## src/hw/miner_ocl_pkg.sv

```systemverilog
`default_nettype none

package miner_ocl_pkg;

  // ----------------------------------------------------------
  // Bus and field widths
  // ----------------------------------------------------------
  localparam int ADDR_W   = 32;
  localparam int DATA_W   = 32;
  localparam int VLED_W   = 16;
  localparam int STATUS_W = 2;
  // Hash blocks held inside the miner core
  localparam int BLK_CNT  = 4;
  localparam int HSEL_W   = $clog2(BLK_CNT);

  typedef logic [ADDR_W-1:0]   addr_t;
  typedef logic [DATA_W-1:0]   data_t;
  typedef logic [VLED_W-1:0]   vled_t;
  typedef logic [STATUS_W-1:0] status_t;
  typedef logic [HSEL_W-1:0]   hsel_t;

  // Read value for holes in the map
  localparam data_t UNIMPL_VALUE = 32'hDEAD_BEEF;

  // ----------------------------------------------------------
  // Register map, one word per register
  // ----------------------------------------------------------
  localparam addr_t ADDR_HELLO        = 32'h0000_0500;
  localparam addr_t ADDR_VLED         = 32'h0000_0504;
  localparam addr_t ADDR_BLOCK_HEADER = 32'h0000_0508;
  localparam addr_t ADDR_MATRIX       = 32'h0000_050C;
  localparam addr_t ADDR_TARGET       = 32'h0000_0510;
  localparam addr_t ADDR_NONCE_SIZE   = 32'h0000_0514;
  localparam addr_t ADDR_START        = 32'h0000_0518;
  localparam addr_t ADDR_STOP         = 32'h0000_051C;
  localparam addr_t ADDR_HASH_SEL     = 32'h0000_0520;
  // Read-only miner results
  localparam addr_t ADDR_STATUS       = 32'h0000_0524;
  localparam addr_t ADDR_NONCE        = 32'h0000_0528;
  localparam addr_t ADDR_HEAVYHASH    = 32'h0000_052C;

endpackage

`default_nettype wire

```

## src/hw/axil_reg_port.sv

```systemverilog
`timescale 1ns/1ps
`default_nettype none

module axil_reg_port
  import miner_ocl_pkg::*;
(
  input  logic  clk_main_a0,
  input  logic  rst_main_n_sync,
  // Write address channel
  input  logic  awvalid,
  input  addr_t awaddr,
  output logic  awready,
  // Write data channel
  input  logic  wvalid,
  input  data_t wdata,
  output logic  wready,
  // Write response channel
  output logic  bvalid,
  input  logic  bready,
  // Read address channel
  input  logic  arvalid,
  input  addr_t araddr,
  output logic  arready,
  // Read data channel
  output logic  rvalid,
  output data_t rdata,
  input  logic  rready,
  // Write commit toward the register blocks
  output logic  wr_en,
  output addr_t wr_addr,
  output data_t wr_data,
  // Read lookup
  output addr_t rd_addr,
  input  data_t rd_data,
  input  logic  rd_hash,
  output logic  hash_re
);

  logic  wr_active;
  addr_t wr_addr_q;
  logic  b_done;
  logic  ar_take;
  logic  ar_pend;
  addr_t rd_addr_q;
  logic  r_done;

  // ----------------------------------------------------------
  // Write side
  // ----------------------------------------------------------
  // One write in flight, address taken only when idle
  assign awready = !wr_active;
  // Data accepted once per write, never while response pending
  assign wready  = wr_active && !bvalid && wvalid;
  assign b_done  = bvalid && bready;

  always_ff @(posedge clk_main_a0)
  begin
    if (!rst_main_n_sync)
    begin
      wr_active <= 1'b0;
      bvalid    <= 1'b0;
    end
    else
    begin
      // Write ends on the response handshake
      if (b_done)
        wr_active <= 1'b0;
      else if (awvalid && awready)
        wr_active <= 1'b1;
      // Response follows the commit by one edge
      if (b_done)
        bvalid <= 1'b0;
      else if (wready)
        bvalid <= 1'b1;
    end
  end

  // Captured write address
  always_ff @(posedge clk_main_a0)
  begin
    if (awvalid && awready)
      wr_addr_q <= awaddr;
  end

  // Commit is the data handshake cycle itself
  assign wr_en   = wready;
  assign wr_addr = wr_addr_q;
  assign wr_data = wdata;

  // ----------------------------------------------------------
  // Read side
  // ----------------------------------------------------------
  assign arready = !ar_pend && !rvalid;
  assign ar_take = arvalid && arready;
  assign r_done  = rvalid && rready;

  always_ff @(posedge clk_main_a0)
  begin
    if (!rst_main_n_sync)
    begin
      ar_pend <= 1'b0;
      rvalid  <= 1'b0;
      hash_re <= 1'b0;
    end
    else
    begin
      ar_pend <= ar_take;
      if (r_done)
      begin
        rvalid  <= 1'b0;
        hash_re <= 1'b0;
      end
      else if (ar_pend)
      begin
        rvalid  <= 1'b1;
        // Hash read level tracks the beat
        hash_re <= rd_hash;
      end
    end
  end

  // Address and returned data, frozen while rvalid waits
  always_ff @(posedge clk_main_a0)
  begin
    if (ar_take)
      rd_addr_q <= araddr;
    if (ar_pend)
      rdata <= rd_data;
  end

  assign rd_addr = rd_addr_q;

endmodule

`default_nettype wire

```

## src/hw/cl_miner_ocl.sv

```systemverilog
`timescale 1ns/1ps
`default_nettype none

module cl_miner_ocl
  import miner_ocl_pkg::*;
(
  input  logic    clk_main_a0,
  input  logic    rst_main_n_sync,
  // Host AXI-Lite register port
  input  logic    awvalid,
  input  addr_t   awaddr,
  output logic    awready,
  input  logic    wvalid,
  input  data_t   wdata,
  output logic    wready,
  output logic    bvalid,
  input  logic    bready,
  input  logic    arvalid,
  input  addr_t   araddr,
  output logic    arready,
  output logic    rvalid,
  output data_t   rdata,
  input  logic    rready,
  // Virtual DIP and LED
  input  vled_t   vdip,
  output vled_t   vled,
  // From the miner core
  input  status_t status,
  input  data_t   nonce,
  input  data_t   heavyhash,
  // To the miner core
  output logic    hash_re,
  output data_t   block_header,
  output logic    block_header_we,
  output data_t   matrix_in,
  output logic    matrix_fifo_we,
  output data_t   target,
  output logic    target_we,
  output data_t   nonce_size,
  output logic    start,
  output logic    stop,
  output hsel_t   hash_select
);

  // Write commit
  logic  wr_en;
  addr_t wr_addr;
  data_t wr_data;
  // Read lookup
  addr_t rd_addr;
  data_t rd_data;
  logic  rd_hash;
  // Register contents for readback
  data_t hello;
  vled_t vled_reg;

  // ----------------------------------------------------------
  // Bus front end
  // ----------------------------------------------------------
  axil_reg_port u_axil_reg_port (
    .clk_main_a0     (clk_main_a0),
    .rst_main_n_sync (rst_main_n_sync),
    .awvalid         (awvalid),
    .awaddr          (awaddr),
    .awready         (awready),
    .wvalid          (wvalid),
    .wdata           (wdata),
    .wready          (wready),
    .bvalid          (bvalid),
    .bready          (bready),
    .arvalid         (arvalid),
    .araddr          (araddr),
    .arready         (arready),
    .rvalid          (rvalid),
    .rdata           (rdata),
    .rready          (rready),
    .wr_en           (wr_en),
    .wr_addr         (wr_addr),
    .wr_data         (wr_data),
    .rd_addr         (rd_addr),
    .rd_data         (rd_data),
    .rd_hash         (rd_hash),
    .hash_re         (hash_re)
  );

  // ----------------------------------------------------------
  // Register blocks
  // ----------------------------------------------------------
  miner_ctrl_regs u_miner_ctrl_regs (
    .clk_main_a0     (clk_main_a0),
    .rst_main_n_sync (rst_main_n_sync),
    .wr_en           (wr_en),
    .wr_addr         (wr_addr),
    .wr_data         (wr_data),
    .block_header    (block_header),
    .block_header_we (block_header_we),
    .matrix_in       (matrix_in),
    .matrix_fifo_we  (matrix_fifo_we),
    .target          (target),
    .target_we       (target_we),
    .nonce_size      (nonce_size),
    .start           (start),
    .stop            (stop),
    .hash_select     (hash_select)
  );

  scratch_vled u_scratch_vled (
    .clk_main_a0     (clk_main_a0),
    .rst_main_n_sync (rst_main_n_sync),
    .wr_en           (wr_en),
    .wr_addr         (wr_addr),
    .wr_data         (wr_data),
    .vdip            (vdip),
    .hello           (hello),
    .vled_reg        (vled_reg),
    .vled            (vled)
  );

  // Readback select
  ocl_read_mux u_ocl_read_mux (
    .rd_addr   (rd_addr),
    .hello     (hello),
    .vled_reg  (vled_reg),
    .status    (status),
    .nonce     (nonce),
    .heavyhash (heavyhash),
    .rd_data   (rd_data),
    .rd_hash   (rd_hash)
  );

endmodule

`default_nettype wire

```

## src/hw/miner_ctrl_regs.sv

```systemverilog
`timescale 1ns/1ps
`default_nettype none

module miner_ctrl_regs
  import miner_ocl_pkg::*;
(
  input  logic  clk_main_a0,
  input  logic  rst_main_n_sync,
  input  logic  wr_en,
  input  addr_t wr_addr,
  input  data_t wr_data,
  // Strobed words into the miner
  output data_t block_header,
  output logic  block_header_we,
  output data_t matrix_in,
  output logic  matrix_fifo_we,
  output data_t target,
  output logic  target_we,
  // Held settings and pulses
  output data_t nonce_size,
  output logic  start,
  output logic  stop,
  output hsel_t hash_select
);

  logic hit_header;
  logic hit_matrix;
  logic hit_target;
  logic hit_nsize;
  logic hit_start;
  logic hit_stop;
  logic hit_hsel;

  // Address decode of the commit
  assign hit_header = wr_en && (wr_addr == ADDR_BLOCK_HEADER);
  assign hit_matrix = wr_en && (wr_addr == ADDR_MATRIX);
  assign hit_target = wr_en && (wr_addr == ADDR_TARGET);
  assign hit_nsize  = wr_en && (wr_addr == ADDR_NONCE_SIZE);
  assign hit_start  = wr_en && (wr_addr == ADDR_START);
  assign hit_stop   = wr_en && (wr_addr == ADDR_STOP);
  assign hit_hsel   = wr_en && (wr_addr == ADDR_HASH_SEL);

  always_ff @(posedge clk_main_a0)
  begin
    if (!rst_main_n_sync)
    begin
      block_header_we <= 1'b0;
      matrix_fifo_we  <= 1'b0;
      target_we       <= 1'b0;
      block_header    <= '0;
      matrix_in       <= '0;
      target          <= '0;
      start           <= 1'b0;
      stop            <= 1'b0;
      nonce_size      <= '0;
      hash_select     <= '0;
    end
    else
    begin
      // One-cycle strobes, word zero outside the strobe
      block_header_we <= hit_header;
      matrix_fifo_we  <= hit_matrix;
      target_we       <= hit_target;
      block_header    <= hit_header ? wr_data : '0;
      matrix_in       <= hit_matrix ? wr_data : '0;
      target          <= hit_target ? wr_data : '0;
      // Run control pulses
      start <= hit_start;
      stop  <= hit_stop;
      // Held until rewritten
      if (hit_nsize)
        nonce_size <= wr_data;
      // Low bits only, so the select wraps at BLK_CNT
      if (hit_hsel)
        hash_select <= wr_data[HSEL_W-1:0];
    end
  end

endmodule

`default_nettype wire

```

## src/hw/ocl_read_mux.sv

```systemverilog
`timescale 1ns/1ps
`default_nettype none

module ocl_read_mux
  import miner_ocl_pkg::*;
(
  input  addr_t   rd_addr,
  input  data_t   hello,
  input  vled_t   vled_reg,
  // Miner results
  input  status_t status,
  input  data_t   nonce,
  input  data_t   heavyhash,
  output data_t   rd_data,
  output logic    rd_hash
);

  data_t hello_swapped;

  // Scratch reads back with byte order reversed
  assign hello_swapped = {hello[7:0], hello[15:8], hello[23:16], hello[31:24]};

  always_comb
  begin
    case (rd_addr)
      ADDR_HELLO:     rd_data = hello_swapped;
      // Narrow registers zero-extended to a word
      ADDR_VLED:      rd_data = {{(DATA_W-VLED_W){1'b0}}, vled_reg};
      ADDR_STATUS:    rd_data = {{(DATA_W-STATUS_W){1'b0}}, status};
      ADDR_NONCE:     rd_data = nonce;
      ADDR_HEAVYHASH: rd_data = heavyhash;
      default:        rd_data = UNIMPL_VALUE;
    endcase
  end

  // Miner pops the hash word on this read
  assign rd_hash = (rd_addr == ADDR_HEAVYHASH);

endmodule

`default_nettype wire

```

## src/hw/scratch_vled.sv

```systemverilog
`timescale 1ns/1ps
`default_nettype none

module scratch_vled
  import miner_ocl_pkg::*;
(
  input  logic  clk_main_a0,
  input  logic  rst_main_n_sync,
  input  logic  wr_en,
  input  addr_t wr_addr,
  input  data_t wr_data,
  // Virtual DIP switches, asynchronous to the bus clock
  input  vled_t vdip,
  output data_t hello,
  output vled_t vled_reg,
  output vled_t vled
);

  vled_t vdip_q1;
  vled_t vdip_q2;

  // ----------------------------------------------------------
  // Scratch word and LED shadow
  // ----------------------------------------------------------
  always_ff @(posedge clk_main_a0)
  begin
    if (!rst_main_n_sync)
    begin
      hello    <= '0;
      vled_reg <= '0;
    end
    else
    begin
      if (wr_en && (wr_addr == ADDR_HELLO))
        hello <= wr_data;
      // Low half shadowed one edge behind
      vled_reg <= hello[VLED_W-1:0];
    end
  end

  // ----------------------------------------------------------
  // DIP sync and masked LED output
  // ----------------------------------------------------------
  always_ff @(posedge clk_main_a0)
  begin
    if (!rst_main_n_sync)
    begin
      vdip_q1 <= '0;
      vdip_q2 <= '0;
      vled    <= '0;
    end
    else
    begin
      // Two-flop synchronizer
      vdip_q1 <= vdip;
      vdip_q2 <= vdip_q1;
      // Switch off clears the matching LED
      vled    <= vled_reg & vdip_q2;
    end
  end

endmodule

`default_nettype wire

```

## config.mk

```make
export PLATFORM = sky130hd
export DESIGN_NAME = cl_miner_ocl
export DESIGN_NICKNAME = d
export VERILOG_FILES = /design/src/hw/miner_ocl_pkg.sv /design/src/hw/axil_reg_port.sv /design/src/hw/cl_miner_ocl.sv /design/src/hw/miner_ctrl_regs.sv /design/src/hw/ocl_read_mux.sv /design/src/hw/scratch_vled.sv
export SDC_FILE = /design/constraint.sdc
export NUM_CORES = 1
export LEC_CHECK = 0
export BUFFER_PORTS_ARGS = -buffer_cell sky130_fd_sc_hd__clkbuf_2
export CAP_MARGIN = 20
export CORE_AREA = 2 2 174 176
export CTS_CLUSTER_SIZE = 25
export DETAILED_ROUTE_END_ITERATION = 10
export DIE_AREA = 0 0 176 178
export GPL_TIMING_DRIVEN = 0
export PLACE_DENSITY_LB_ADDON = 0.3
export SKIP_CTS_REPAIR_TIMING = 1
export SYNTH_ARGS = -nofsm -noshare
export SYNTH_HDL_FRONTEND = slang
export SYNTH_SLANG_ARGS = --single-unit
```

## constraint.sdc

```tcl
create_clock -name clk_main_a0 -period 4.99 [get_ports clk_main_a0]
set_clock_uncertainty 0.1 [all_clocks]
set_input_delay 0.499 -clock clk_main_a0 [delete_from_list [all_inputs] [get_ports clk_main_a0]]
set_output_delay 0.499 -clock clk_main_a0 [all_outputs]
set_load 0.02 [all_outputs]
```

Word level (Yosys, flattened, before mapping):

Index checks and enable logic that the tools add are counted.

* logic and storage cells: 63
* bits in registers: 332
* input bits: 185

* eq/ne operators: 13
* multiplexer cells: 1
* bitwise gates (word level): 2
* reductions and logical operators: 24

Operator list (number)
* equality test 32 x 11 -> 1 bit (second input constant): 13
* case mux 32 bit (5 select lines): 1
* bitwise AND 16 bit: 1
* logical AND 1 bit: 15
* AND reduction 2 bit: 3
* logical NOT 1 bit: 4
* OR reduction 2 bit: 2
* inverter 1 bit: 1

Depth between registers and ports, before layout:

Gate-level depths: netlist of run 1.

* depth in word-level cells: 5
* mapped depth: 8
* depth with buffers taken out: 4

Hierarchy:

A second synthesis of run 1 with hierarchy kept.

* cells, all modules: 969
* area total of the unflattened synthesis: 11972.7 um2

Modules (own cells, without submodules)
* miner_ctrl_regs: times used 1, cells each 376, area an instance 4269.1 um2
* axil_reg_port: times used 1, cells each 150, area an instance 3329.4 um2
* scratch_vled: times used 1, cells each 283, area an instance 3035.4 um2
* ocl_read_mux: times used 1, cells each 160, area an instance 1338.8 um2

Least setup slack after synthesis of run 1:

Ideal clock, no wire load.

* path type: register -> register
* start: register u_axil_reg_port.ar_pend
* end: register u_axil_reg_port.rd_addr_q[0] (netlist: u_axil_reg_port.rd_addr[0]) (enable)
* data arrival time: 2.064 ns
* library setup time: 0.392 ns
* cell stages (with the launch flop): 3
* buffers on the path: 0
* period minus slack after synthesis: 2.556 ns
* path slack: 2.434 ns
* data required time: 4.498 ns
* path through: dfxtp_1 -> nor2_1 -> and2_1

* longest elaborated chain between the ends: 3

Ends and longest elaborated chain
* start, declared: RTL line axil_reg_port.sv:43 `logic ar_pend;`
* start signal, assigned: RTL line axil_reg_port.sv:107 `ar_pend <= ar_take;`
* logical NOT 1 bit: RTL line axil_reg_port.sv:93 `assign arready = !ar_pend && !rvalid;`
* logical AND 1 bit: RTL line axil_reg_port.sv:93
* via arready: RTL line cl_miner_ocl.sv:20 `output logic arready,`
* logical AND 1 bit: RTL line axil_reg_port.sv:94 `assign ar_take = arvalid && arready;`
* via u_axil_reg_port.ar_take: RTL line axil_reg_port.sv:42 `logic ar_take;`
* end signal, assigned: RTL line axil_reg_port.sv:126 `rd_addr_q <= araddr;`
* end, declared: RTL line axil_reg_port.sv:44 `addr_t rd_addr_q;`

The timed path passes the listed nets, and every way through them passes these cells.
A chain may end at the register's enable or synchronous reset.

Final worst setup path of run 1:

* start: register u_axil_reg_port.wr_addr_q[29] (netlist: u_axil_reg_port.wr_addr[29])
* end: register u_miner_ctrl_regs.target[17]

* longest elaborated chain between the ends: 3

Ends and longest elaborated chain
* start, declared: RTL line axil_reg_port.sv:40 `addr_t wr_addr_q;`
* start signal, assigned: RTL line axil_reg_port.sv:82 `wr_addr_q <= awaddr;`
* equality test 32 x 11 -> 1 bit: RTL line miner_ctrl_regs.sv:37 `assign hit_target = wr_en && (wr_addr == ADDR_TARGET);`
* logical AND 1 bit: RTL line miner_ctrl_regs.sv:37
* AND reduction 2 bit (no line)
* end signal, assigned: RTL line miner_ctrl_regs.sv:66 `target <= hit_target ? wr_data : '0;`
* end, declared: RTL line miner_ctrl_regs.sv:17 `output data_t target,`

No other way between the ends.

==> impl_results.md, run 1 <==
* Outcome: finished, final reports clean
* Worst hold path type: in -> reg
* Setup crit start kind: register
* Clock root cell: clkbuf_16
* FF-to-FF End: u_miner_ctrl_regs.target[17]
* CTS tree: yes
* Worst path cell trace: nor4_1, nand3_1, nor4_2, clkbuf_1, and2_1
* RSZ-0062 raised after global routing: false
* Synth Register Bits at 332
* Total congestion overflow at 0
* Fmax at 342 MHz
* Clock power share at 0.449
* Worst-Margin Slew at 1.10 ns
* Max FO, Critical Path at 10
* Top cells by area, synth: dfxtp_1 41%, edfxtp_1 25%, mux2i_1 6.1%
* Post-Route WL at 36.0 mm
* First-pass GRT wire length at 52.7 mm
* Fill count at 2671
* Vias in the first global route at 8767
* Initial antenna violation count at 3
* Switching share of power at 0.215
* R2R setup slack at 2.07 ns
* Wire per inst at 20.1 um
* HP Start: awaddr[1]
* Leak Pwr at 0.00619 uW
* I/O Buffers at 372
* Clk Latency, worst-skew pair at 0.51 ns
* Logic pwr share at 0.047
* Sequential fraction of the synthesis area at 0.654
* RR Startpoint: u_axil_reg_port.wr_addr[29]
* Max-slew violation count at 0
* Min Tclk post-route at 2.92 ns
* Pwr dens at 374 nW/um2
* Finished Core Util at 0.516
* Post-Syn Area at 11600 um2
* Area of the multi-input gates at 3520 um2
* R2r worst-path depth at 5
* Delay-heaviest family, CP: simple AND/OR/NAND/NOR gates
* DR iter-0 viols at 476
* Crit-path slowest cell: nor4_2
* Die W at 176 um
* Final ANT Viol Nets at 0
* Seq pwr share at 0.503
* Crit path buf inv count at 1
* Vias per cell at 4.88
* Placer Congestion at 0.873
* Worst EP arrival at 3.26 ns
* Chip height at 178 um
* Post-route setup TNS at 0 ns
* Top Ports at 374
* Core Region at 29400 um2
* Num CTS Buffers at 36
* Overall Global Routing Usage at 0.226
* Internal at 4460 uW
* Dpl hpwl at 28.4 mm
* Initial Util at 0.396
* Top cell type's share of synthesized area at 0.406
* Clock Path Buffers at 3
* Syn. warnings at 0
* Max-cap violations at 0
* Gate Count Post-Synth at 963
* Largest net degree at the start of global routing at 36
* Peak VDD IR at 0.306 mV
* Synth unique cells at 41
* P_sw at 1220 uW
* Syn_area_per_cell at 12.1 um2
* TritonCTS Sinks at 332
* Setup CP Type: reg -> reg
* Via count at 8737
* H-tree levels at 2
* Full die area at 31300 um2
* Max stage delay on crit path at 0.88 ns
* Max_slew headroom at 0.263
* # nets final at 1560
* Cell depth of the worst min-delay path at 1
* Final setup violation count at 0
* Reg clk slew, reported paths at 0.06 ns
* Layout area overhead at 30.4%
* Synth area leader: dfxtp_1
* Worst-case hold path end point: u_axil_reg_port.wr_addr[1]
* Row Count at 63
* DR pass1 iterations at 6
* Register Area at 7610 um2
* Share of cells above drive strength 1 at 0.361
* Final Hold Viols at 0
* Final Cycle Share at 0.586
* Levels on crit path at 5
* DRC violations left at 0
* Worst Setup End Kind: register
* CP Data Required Time at 5.33 ns
* Syn nets at 1148
## layout by cell type, fill, tap and decap left out, drive strengths merged, types with 6 or more instances in the layout
master,count
clkbuf,474
dfxtp,236
nand2,145
edfxtp,96
mux2i,71
and2,66
inv,55
nor3,39
nor4b,33
buf,29
nand4,21
and3,18
o2111ai,18
nor4,16
a21oi,14
a22oi,10
o221ai,8
nor2,6
## through the flow
stage | std cells | total power (uW) | hold WS (ns) | area [um2] | setup WS [ns]
6_report | 1792 | 5680 | 0.0612 | 15200 | 2.07
5_1_grt | 1792 | 5870 | 0.0483 | 15200 | 1.81
4_1_cts | 1790 | 5740 | 0.0449 | 15200 | 1.87
3_5_place_dp | 1727 | 3190 | 0.317 | 14000 | 1.93
3_3_place_gp | 1725 | 3180 | 0.316 | 14000 | 1.47
2_1_floorplan | 963 | 3030 | 0.312 | 11600 | 2.43
## power groups by stage
stage	combinational (uW)	sequential (uW)	clock, uW
finish	270	2860	2550
global route	294	2860	2720
CTS	273	2860	2610
detailed placement	272	2920	0
global placement	263	2920	0
floorplan	109	2920	0
## how the worst max path moves through the flow
stage                                            from                           end
final                     u_axil_reg_port.wr_addr[29]  u_miner_ctrl_regs.target[17]
after floorplan               u_axil_reg_port.ar_pend    u_axil_reg_port.rd_addr[0]
after CTS                 u_axil_reg_port.wr_addr[24]  u_miner_ctrl_regs.target[17]
after global routing      u_axil_reg_port.wr_addr[11]  u_miner_ctrl_regs.target[17]
after detailed placement  u_axil_reg_port.wr_addr[29]  u_miner_ctrl_regs.target[14]
after global placement    u_axil_reg_port.wr_addr[24]  u_miner_ctrl_regs.target[15]
## cell families (layout without fill, tap and decap cells)
| family | after synthesis | in the layout | synth area share |
|---|---|---|---|
| AO/OA/AOI/OAI | 64 | 64 | 0.0413 |
| buffers and inverters | 127 | 564 | 0.0448 |
| flip-flops | 332 | 332 | 0.654 |
| multiplexers | 71 | 71 | 0.0611 |
| other | 0 | 2 | 0 |
| AND/OR/NAND/NOR | 369 | 369 | 0.199 |
## cells in the mapped netlist, drive strengths merged
cell and number:
dfxtp 236, nand2 145, edfxtp 96, mux2i 71, and2 66, inv 55, clkbuf 45, nor3 39
nor4b 33, buf 27, nand4 21, and3 18, o2111ai 18, nor4 16, a21oi 14, a22oi 10
o221ai 8, nor2 6, a222oi 4, nand3 4, o211ai 4, o21ai 4, nand2b 3, nand3b 3
and4 2, nor2b 2, nor4bb 2, or2 2, or3b 2, or4 2, a21boi 1, a221o 1
nand4b 1, nor3b 1, or3 1
## area by class of cell
type	count	area share
Tap cell	390	0.0321
Clock inverter	6	0.00396
Antenna cell	2	0.000330
Buffer	72	0.0208
Clock buffer	57	0.0707
Sequential cell	332	0.501
Timing Repair Buffer	374	0.125
Multi-Input combinational cell	504	0.232
Inverter	55	0.0136
## layer usage
| metal | routed length [um] | GRT usage |
|---|---|---|
| met5 | 0 | 0 |
| met4 | 1150 | 0.0792 |
| met3 | 3110 | 0.0620 |
| met2 | 17300 | 0.389 |
| met1 | 14500 | 0.271 |
No activity file was read; power rests on OpenSTA's default activity.
==> inputs of run 2 (changes only) <==
==> constraint.sdc (replaced) <==
create_clock -name clk_main_a0 -period 2.9 [get_ports clk_main_a0]
set_clock_uncertainty 0.1 [all_clocks]
set_input_delay 0.29 -clock clk_main_a0 [delete_from_list [all_inputs] [get_ports clk_main_a0]]
set_output_delay 0.29 -clock clk_main_a0 [all_outputs]
set_load 0.02 [all_outputs]
==> impl_results.md, run 2 (synthesis gave the netlist of run 1 again) <==
* Outcome: complete, but fails checks (was finished, final reports clean)
* Failing checks: hold timing
* Dpl hpwl at 28.4 mm (unchanged)
* RSZ-0062 raised after global routing: true (was false)
* Final Hold Viols at 2 (was 0)
* Final setup violation count at 0 (unchanged)
* Via count at 9262 (was 8737)
* Chip height at 178 um (unchanged)
* Full die area at 31300 um2 (unchanged)
* Fmax at 348 MHz (was 342 MHz)
* Row Count at 63 (unchanged)
* Die W at 176 um (unchanged)
* First-pass GRT wire length at 52.7 mm (unchanged)
* Non-Filler Instances at 1904 (was 1792)
* Crit-path slowest cell: or4_1 (was nor4_2)
* Max stage delay on crit path at 0.59 ns (was 0.88 ns)
* Max-cap violations at 0 (unchanged)
* H-tree levels at 2 (unchanged)
* Vias in the first global route at 8767 (unchanged)
* Setup CP Type: reg -> reg (unchanged)
* Setup crit start kind: register (unchanged)
* Max-slew violation count at 0 (unchanged)
* Delay-heaviest family, CP: simple AND/OR/NAND/NOR gates (unchanged)
* Share of cells above drive strength 1 at 0.337 (was 0.361)
* Reg clk slew, reported paths at 0.06 ns (about the same)
* CTS tree: yes (unchanged)
* Initial Util at 0.396 (unchanged)
* Min Tclk post-route at 2.87 ns (was 2.92 ns)
* CP Data Required Time at 3.20 ns (was 5.33 ns)
* Worst-Margin Slew at 1.10 ns (about the same)
* Post-Route WL at 38.1 mm (was 36.0 mm)
* Vias per cell at 4.86 (was 4.88)
* Largest net degree at the start of global routing at 36 (unchanged)
* Top Ports at 374 (unchanged)
* Worst path cell trace: nor4_1, nand3_1, or4_1, buf_2, buf_6, buf_6, nor3_2 (was nor4_1, nand3_1, nor4_2, clkbuf_1, and2_1)
* Worst Setup End Kind: register (unchanged)
* Core Region at 29400 um2 (unchanged)
* Max_slew headroom at 0.260 (was 0.263)
* Post-Place Cells at 1727 (unchanged)
* Worst hold path type: in -> reg (unchanged)
* TritonCTS Sinks at 332 (unchanged)
* Final Cycle Share at 0.991 (was 0.586)
* Most Frequent Cell on Critical Path: buf_6
* Clk Latency, worst-skew pair at 0.51 ns (about the same)
* Crit path buf inv count at 3 (was 1)
* Total congestion overflow at 0 (unchanged)
* Most common cell after layout, fill and taps aside: clkbuf_2 (unchanged)
* Final ANT Viol Nets at 0 (unchanged)
* DR iter-0 viols at 436 (was 476)
* Peak VDD IR at 0.511 mV (was 0.306 mV)
* Clock root cell: clkbuf_16 (unchanged)
* DRC violations left at 0 (unchanged)
* Wire per inst at 20.0 um (was 20.1 um)
* Num CTS Buffers at 36 (unchanged)
* Layout area overhead at 40.2% (was 30.4%)
* Hold_ws at -0.0272 ns (was 0.0612 ns)
* I/O Buffers at 372 (unchanged)
* Leak Pwr at 0.00671 uW (was 0.00619 uW)
* Placer Congestion at 0.873 (unchanged)
* Max FO, Critical Path at 10 (unchanged)
* # nets final at 1672 (was 1560)
* Initial antenna violation count at 3 (unchanged)
* Overall Global Routing Usage at 0.226 (unchanged)
* DR pass1 iterations at 5 (was 6)
* Worst EP arrival at 3.18 ns (was 3.26 ns)
* Most frequent cells in the layout: 372 x clkbuf_2, 235 x dfxtp_1, 145 x nand2_1 (unchanged)
* Pwr dens at 607 nW/um2 (was 374 nW/um2)
* Clock Path Buffers at 3 (unchanged)
-- run 2: per-stage QoR --
step / instance area [um2] / power (uW) / setup WS (ns) / TNS, ns / util
2_1_floorplan: 11600 / 5210 / 0.344 / 0 / -
3_3_place_gp: 14000 / 5470 / -0.618 / -17.46 / 0.476
3_5_place_dp: 14000 / 5490 / -0.156 / -4.70 / 0.478
4_1_cts: 15200 / 9880 / -0.217 / -5.73 / 0.516
5_1_grt: 16300 / 10200 / -0.00860 / -0.00860 / 0.555
6_report: 16300 / 9910 / 0.0267 / 0 / 0.555
-- run 2: path summary, 6_finish.rpt --
| kind | from | end | slack [ns] | cells after the start |
|---|---|---|---|---|
| hold reg to reg | u_scratch_vled.vdip_q1[5] | u_scratch_vled.vdip_q2[5] | 0.33 | 1 |
| hold / removal | wdata[11] | u_miner_ctrl_regs.matrix_in[11] | -0.03 | 3 |
| setup / recovery | u_axil_reg_port.wr_addr[29] | u_miner_ctrl_regs.matrix_in[15] | 0.03 | 7 |
| setup reg to reg | u_axil_reg_port.wr_addr[29] | u_miner_ctrl_regs.matrix_in[15] | 0.03 | 7 |
-- run 2: metal layers --
metal  part of all wire  up-vias  global-route usage
met2               0.49      418               0.389
li1                   -     4417                   -
met4              0.029        0              0.0792
met5                  0        -                   0
met1               0.40     4364               0.271
met3              0.082       63              0.0620
-- run 2: area by class of cell --
type                    count  area (um2)
flip-flops and latches    332        7610
inverters                  55         206
diodes                      2        5.00
repair buffers            486        3020
clock inverters             6        60.1
plain buffers              72         315
multi-input cells         504        3550
fillers                  2510       13100
well taps                 390         488
clock buffers              57        1070
-- run 2: worst reg2reg max path, cell delays in order (launching register included) --
cell	delay, ns
edfxtp_1	0.37
nor4_1	0.51
nand3_1	0.44
or4_1	0.59
buf_2	0.16
buf_6	0.16
buf_6	0.17
nor3_2	0.27
-- run 2: report_power, final --
part | switching (uW) | internal [uW]
combinational | 324 | 267
sequential | 42.2 | 4880
clock | 1770 | 2630
total | 2140 | 7770
==> inputs of run 3 (changes only) <==
--- a/config.mk
+++ b/config.mk
@@ -5,12 +5,13 @@
 export SDC_FILE = /design/constraint.sdc
 export NUM_CORES = 1
 export LEC_CHECK = 0
+export ABC_AREA = 1
 export BUFFER_PORTS_ARGS = -buffer_cell sky130_fd_sc_hd__clkbuf_2
 export CAP_MARGIN = 20
-export CORE_AREA = 2 2 174 176
+export CORE_AREA = 2 2 176 178
 export CTS_CLUSTER_SIZE = 25
 export DETAILED_ROUTE_END_ITERATION = 10
-export DIE_AREA = 0 0 176 178
+export DIE_AREA = 0 0 178 180
 export GPL_TIMING_DRIVEN = 0
 export PLACE_DENSITY_LB_ADDON = 0.3
 export SKIP_CTS_REPAIR_TIMING = 1
==> impl_results.md, run 3 <==
* Dpl hpwl at 27.3 mm (was 28.4 mm)
* Synth unique cells at 31 (was 41)
* Synth area leader: dfxtp_1 (unchanged)
* XOR/XNOR share of the synthesized area at 0 (unchanged)
* Worst-Margin Slew at 0.877 ns (was 1.10 ns)
* Die W at 178 um (was 176 um)
* Share of cells above drive strength 1 at 0.297 (was 0.337)
* Num CTS Buffers at 35 (was 36)
* Max-cap violations at 0 (unchanged)
* CP Launch Point: u_axil_reg_port.rd_addr[12] (was u_axil_reg_port.wr_addr[29])
* Post-synth EDFFs at 96 (unchanged)
* Gate Count Post-Synth at 1296 (was 963)
* Layout area overhead at 37.4% (was 40.2%)
* Post-Synth Adder-Cell Area at 0 (unchanged)
* RR Startpoint: u_axil_reg_port.rd_addr[12] (was u_axil_reg_port.wr_addr[29])
* H-tree levels at 2 (unchanged)
* Crit-path slowest cell: dlygate4sd3_1 (was or4_1)
* Worst Setup End Kind: register (unchanged)
* Syn. warnings at 0 (unchanged)
* Total power at 9910 uW (about the same)
* Sequential fraction of the synthesis area at 0.637 (was 0.654)
* Switching share of power at 0.213 (was 0.216)
* Synth Register Bits at 332 (unchanged)
* I/O Buffers at 372 (unchanged)
* Setup crit start kind: register (unchanged)
* Final setup violation count at 0 (unchanged)
* HP Start: heavyhash[20] (was wdata[11])
* Core Region at 30200 um2 (was 29400 um2)
* Full die area at 32000 um2 (was 31300 um2)
* Worst EP arrival at 2.68 ns (was 3.18 ns)
* Top cell type's share of synthesized area at 0.395 (was 0.406)
* Post-synth top flop: dfxtp_1 (unchanged)
* Clock Path Buffers at 3 (unchanged)
* Finished Core Util at 0.544 (was 0.555)
* Syn_area_per_cell at 9.22 um2 (was 12.1 um2)
* Top cells by area, synth: dfxtp_1 40%, edfxtp_1 24%, nor2_1 8.5% (was dfxtp_1 41%, edfxtp_1 25%, mux2i_1 6.1%)
* Final Cycle Share at 0.832 (was 0.991)
* Most frequent cells in the layout: 373 x clkbuf_2, 268 x nor2_1, 235 x dfxtp_1 (was 372 x clkbuf_2, 235 x dfxtp_1, 145 x nand2_1)
* CTS tree: yes (unchanged)
* CP Data Required Time at 3.17 ns (was 3.20 ns)
* Synth top cells by count: 269 x nor2_1, 236 x dfxtp_1, 208 x nand2_1 (was 236 x dfxtp_1, 145 x nand2_1, 96 x edfxtp_1)
* Placer Congestion at 0.898 (was 0.873)
* Worst path cell trace: inv_1, nand2_1, nor2_1, nand2_2, nor2_4, nand2_2, inv_2, buf_6, buf_6, nand2_1, nand3_1, dlygate4sd3_1 (was nor4_1, nand3_1, or4_1, buf_2, buf_6, buf_6, nor3_2)
* Setup CP Type: reg -> reg (unchanged)
* Wire per inst at 16.7 um (was 20.0 um)
* Post-Syn Area at 11900 um2 (was 11600 um2)
* Largest net degree at the start of global routing at 38 (was 36)
* Chip height at 180 um (was 178 um)
* Most common cell after layout, fill and taps aside: clkbuf_2 (unchanged)
* Leak Pwr at 0.00764 uW (was 0.00671 uW)
* Row Count at 64 (was 63)
* Fill count at 2741 (was 2510)
* Initial antenna violation count at 1 (was 3)
* TritonCTS Sinks at 332 (unchanged)
* Register Area at 7610 um2 (unchanged)
* DRC violations left at 0 (unchanged)
* Final Hold Viols at 0 (was 2)
* Synth Area in Simple Gates at 0.254 (was 0.199)
* # nets final at 1980 (was 1672)
* Min Tclk post-route at 2.41 ns (was 2.87 ns)
* First-pass GRT wire length at 53.2 mm (was 52.7 mm)
* Fmax at 414 MHz (was 348 MHz)
* Clock power share at 0.451 (was 0.444)
* Post-Route WL at 36.9 mm (was 38.1 mm)
* Syn nets at 1481 (was 1148)
* Clock root cell: clkbuf_16 (unchanged)
* Outcome: finished, final reports clean (was complete, but fails checks)
* Worst hold path type: in -> reg (unchanged)
* Area of the multi-input gates at 3410 um2 (was 3550 um2)
* Final ANT Viol Nets at 0 (unchanged)
* Mux share of post-synthesis cell area at 0 (was 0.0611)
* DR iter-0 viols at 555 (was 436)
* Top-count cell post-synth: nor2_1 (was dfxtp_1)
* Top Ports at 374 (unchanged)
* Reg clk slew, reported paths at 0.06 ns (about the same)
* Max stage delay on crit path at 0.55 ns (was 0.59 ns)
* Fraction of the mapped netlist area in compound gates at 0.0305 (was 0.0413)
* Overall Global Routing Usage at 0.217 (was 0.226)
* Vias per cell at 4.65 (was 4.86)
* RSZ-0062 raised after global routing: false (was true)
* Internal at 7800 uW (was 7770 uW)
* Seq pwr share at 0.498 (was 0.496)
* Max-slew violation count at 0 (unchanged)
* P_sw at 2110 uW (was 2140 uW)
* Initial Util at 0.396 (about the same)
* DR pass1 iterations at 5 (unchanged)
* Via count at 10300 (was 9262)
* Clk Latency, worst-skew pair at 0.50 ns (was 0.51 ns)
* Peak VDD IR at 0.450 mV (was 0.511 mV)
* Max_slew headroom at 0.415 (was 0.260)
* Max FO, Critical Path at 10 (unchanged)
* Logic pwr share at 0.051 (was 0.060)
* Total congestion overflow at 0 (unchanged)
* Pwr dens at 603 nW/um2 (was 607 nW/um2)
* Vias in the first global route at 9700 (was 8767)
* Largest family of logic cells by synthesized area: simple AND/OR/NAND/NOR gates (unchanged)
* Post-synth ARST share at 0 (unchanged)
run 3: cell count changes in the layout (fill, tap and decap cells not counted), sizes merged, moves of 42 or more:
cell	delta
nand3	+145
inv	+83
mux2i	-71
nand2	+92
clkbuf	-42
a21oi	+54
nor2	+275
and2	-66
run 3: logic make-up after synthesis:
kind of cell           after synthesis
AOI/OAI and AO/OA                   72
DFF                                332
and+or+nand+nor                    687
buffers and inverters              205
run 3: final cells by class:
type / count / area share
buffer: 65 / 0.0251
inverter: 140 / 0.0324
tap: 396 / 0.0302
antenna: 1 / 0.000152
multi-input combinational: 759 / 0.208
clock buffer: 52 / 0.0661
timing repair buffer: 462 / 0.170
clock inverter: 9 / 0.00457
sequential: 332 / 0.463
run 3: worst paths after layout:
check,to,slack (ns),depth (start not counted)
hold / removal,u_axil_reg_port.rdata[20],0.002,3
setup reg to reg,u_axil_reg_port.rdata[17],0.49,12
hold reg to reg,u_scratch_vled.vdip_q2[10],0.31,2
setup / recovery,u_axil_reg_port.rdata[17],0.49,12
run 3: metal layers:
metal  share of wire  global-route usage  up-vias
li1                -                   -     5088
met1            0.40               0.260     4752
met2            0.49               0.373      400
met3           0.080              0.0605       61
met4           0.030              0.0725        0
met5               0                   0        -
run 3: per-stage QoR:
stage | worst slack [ns] | hold WS [ns] | instance area, um2 | setup TNS (ns) | instances
2_1_floorplan | 0.245 | 0.288 | 12000 | 0 | 1296
3_3_place_gp | -0.409 | 0.294 | 14300 | -13.06 | 2064
3_5_place_dp | 0.762 | 0.299 | 14400 | 0 | 2066
4_1_cts | 0.729 | -0.167 | 15500 | 0 | 2127
5_1_grt | 0.307 | 0.00250 | 16400 | 0 | 2216
6_report | 0.487 | 0.00196 | 16400 | 0 | 2216
run 3: worst max-delay path: cells and delay by family (launching register included):
| family | cells | cell delay [ns] |
|---|---|---|
| buffers and inverters | 5 | 0.98 |
| DFF | 1 | 0.39 |
| and+or+nand+nor | 7 | 0.82 |
run 3: power by group through the flow:
stage          registers [uW]  logic, uW  clock network, uW
2_1_floorplan            5040        154                  0
3_3_place_gp             5030        392                  0
3_5_place_dp             5030        415                  0
4_1_cts                  4930        418               4550
5_1_grt                  4940        557               4740
6_report                 4930        509               4470
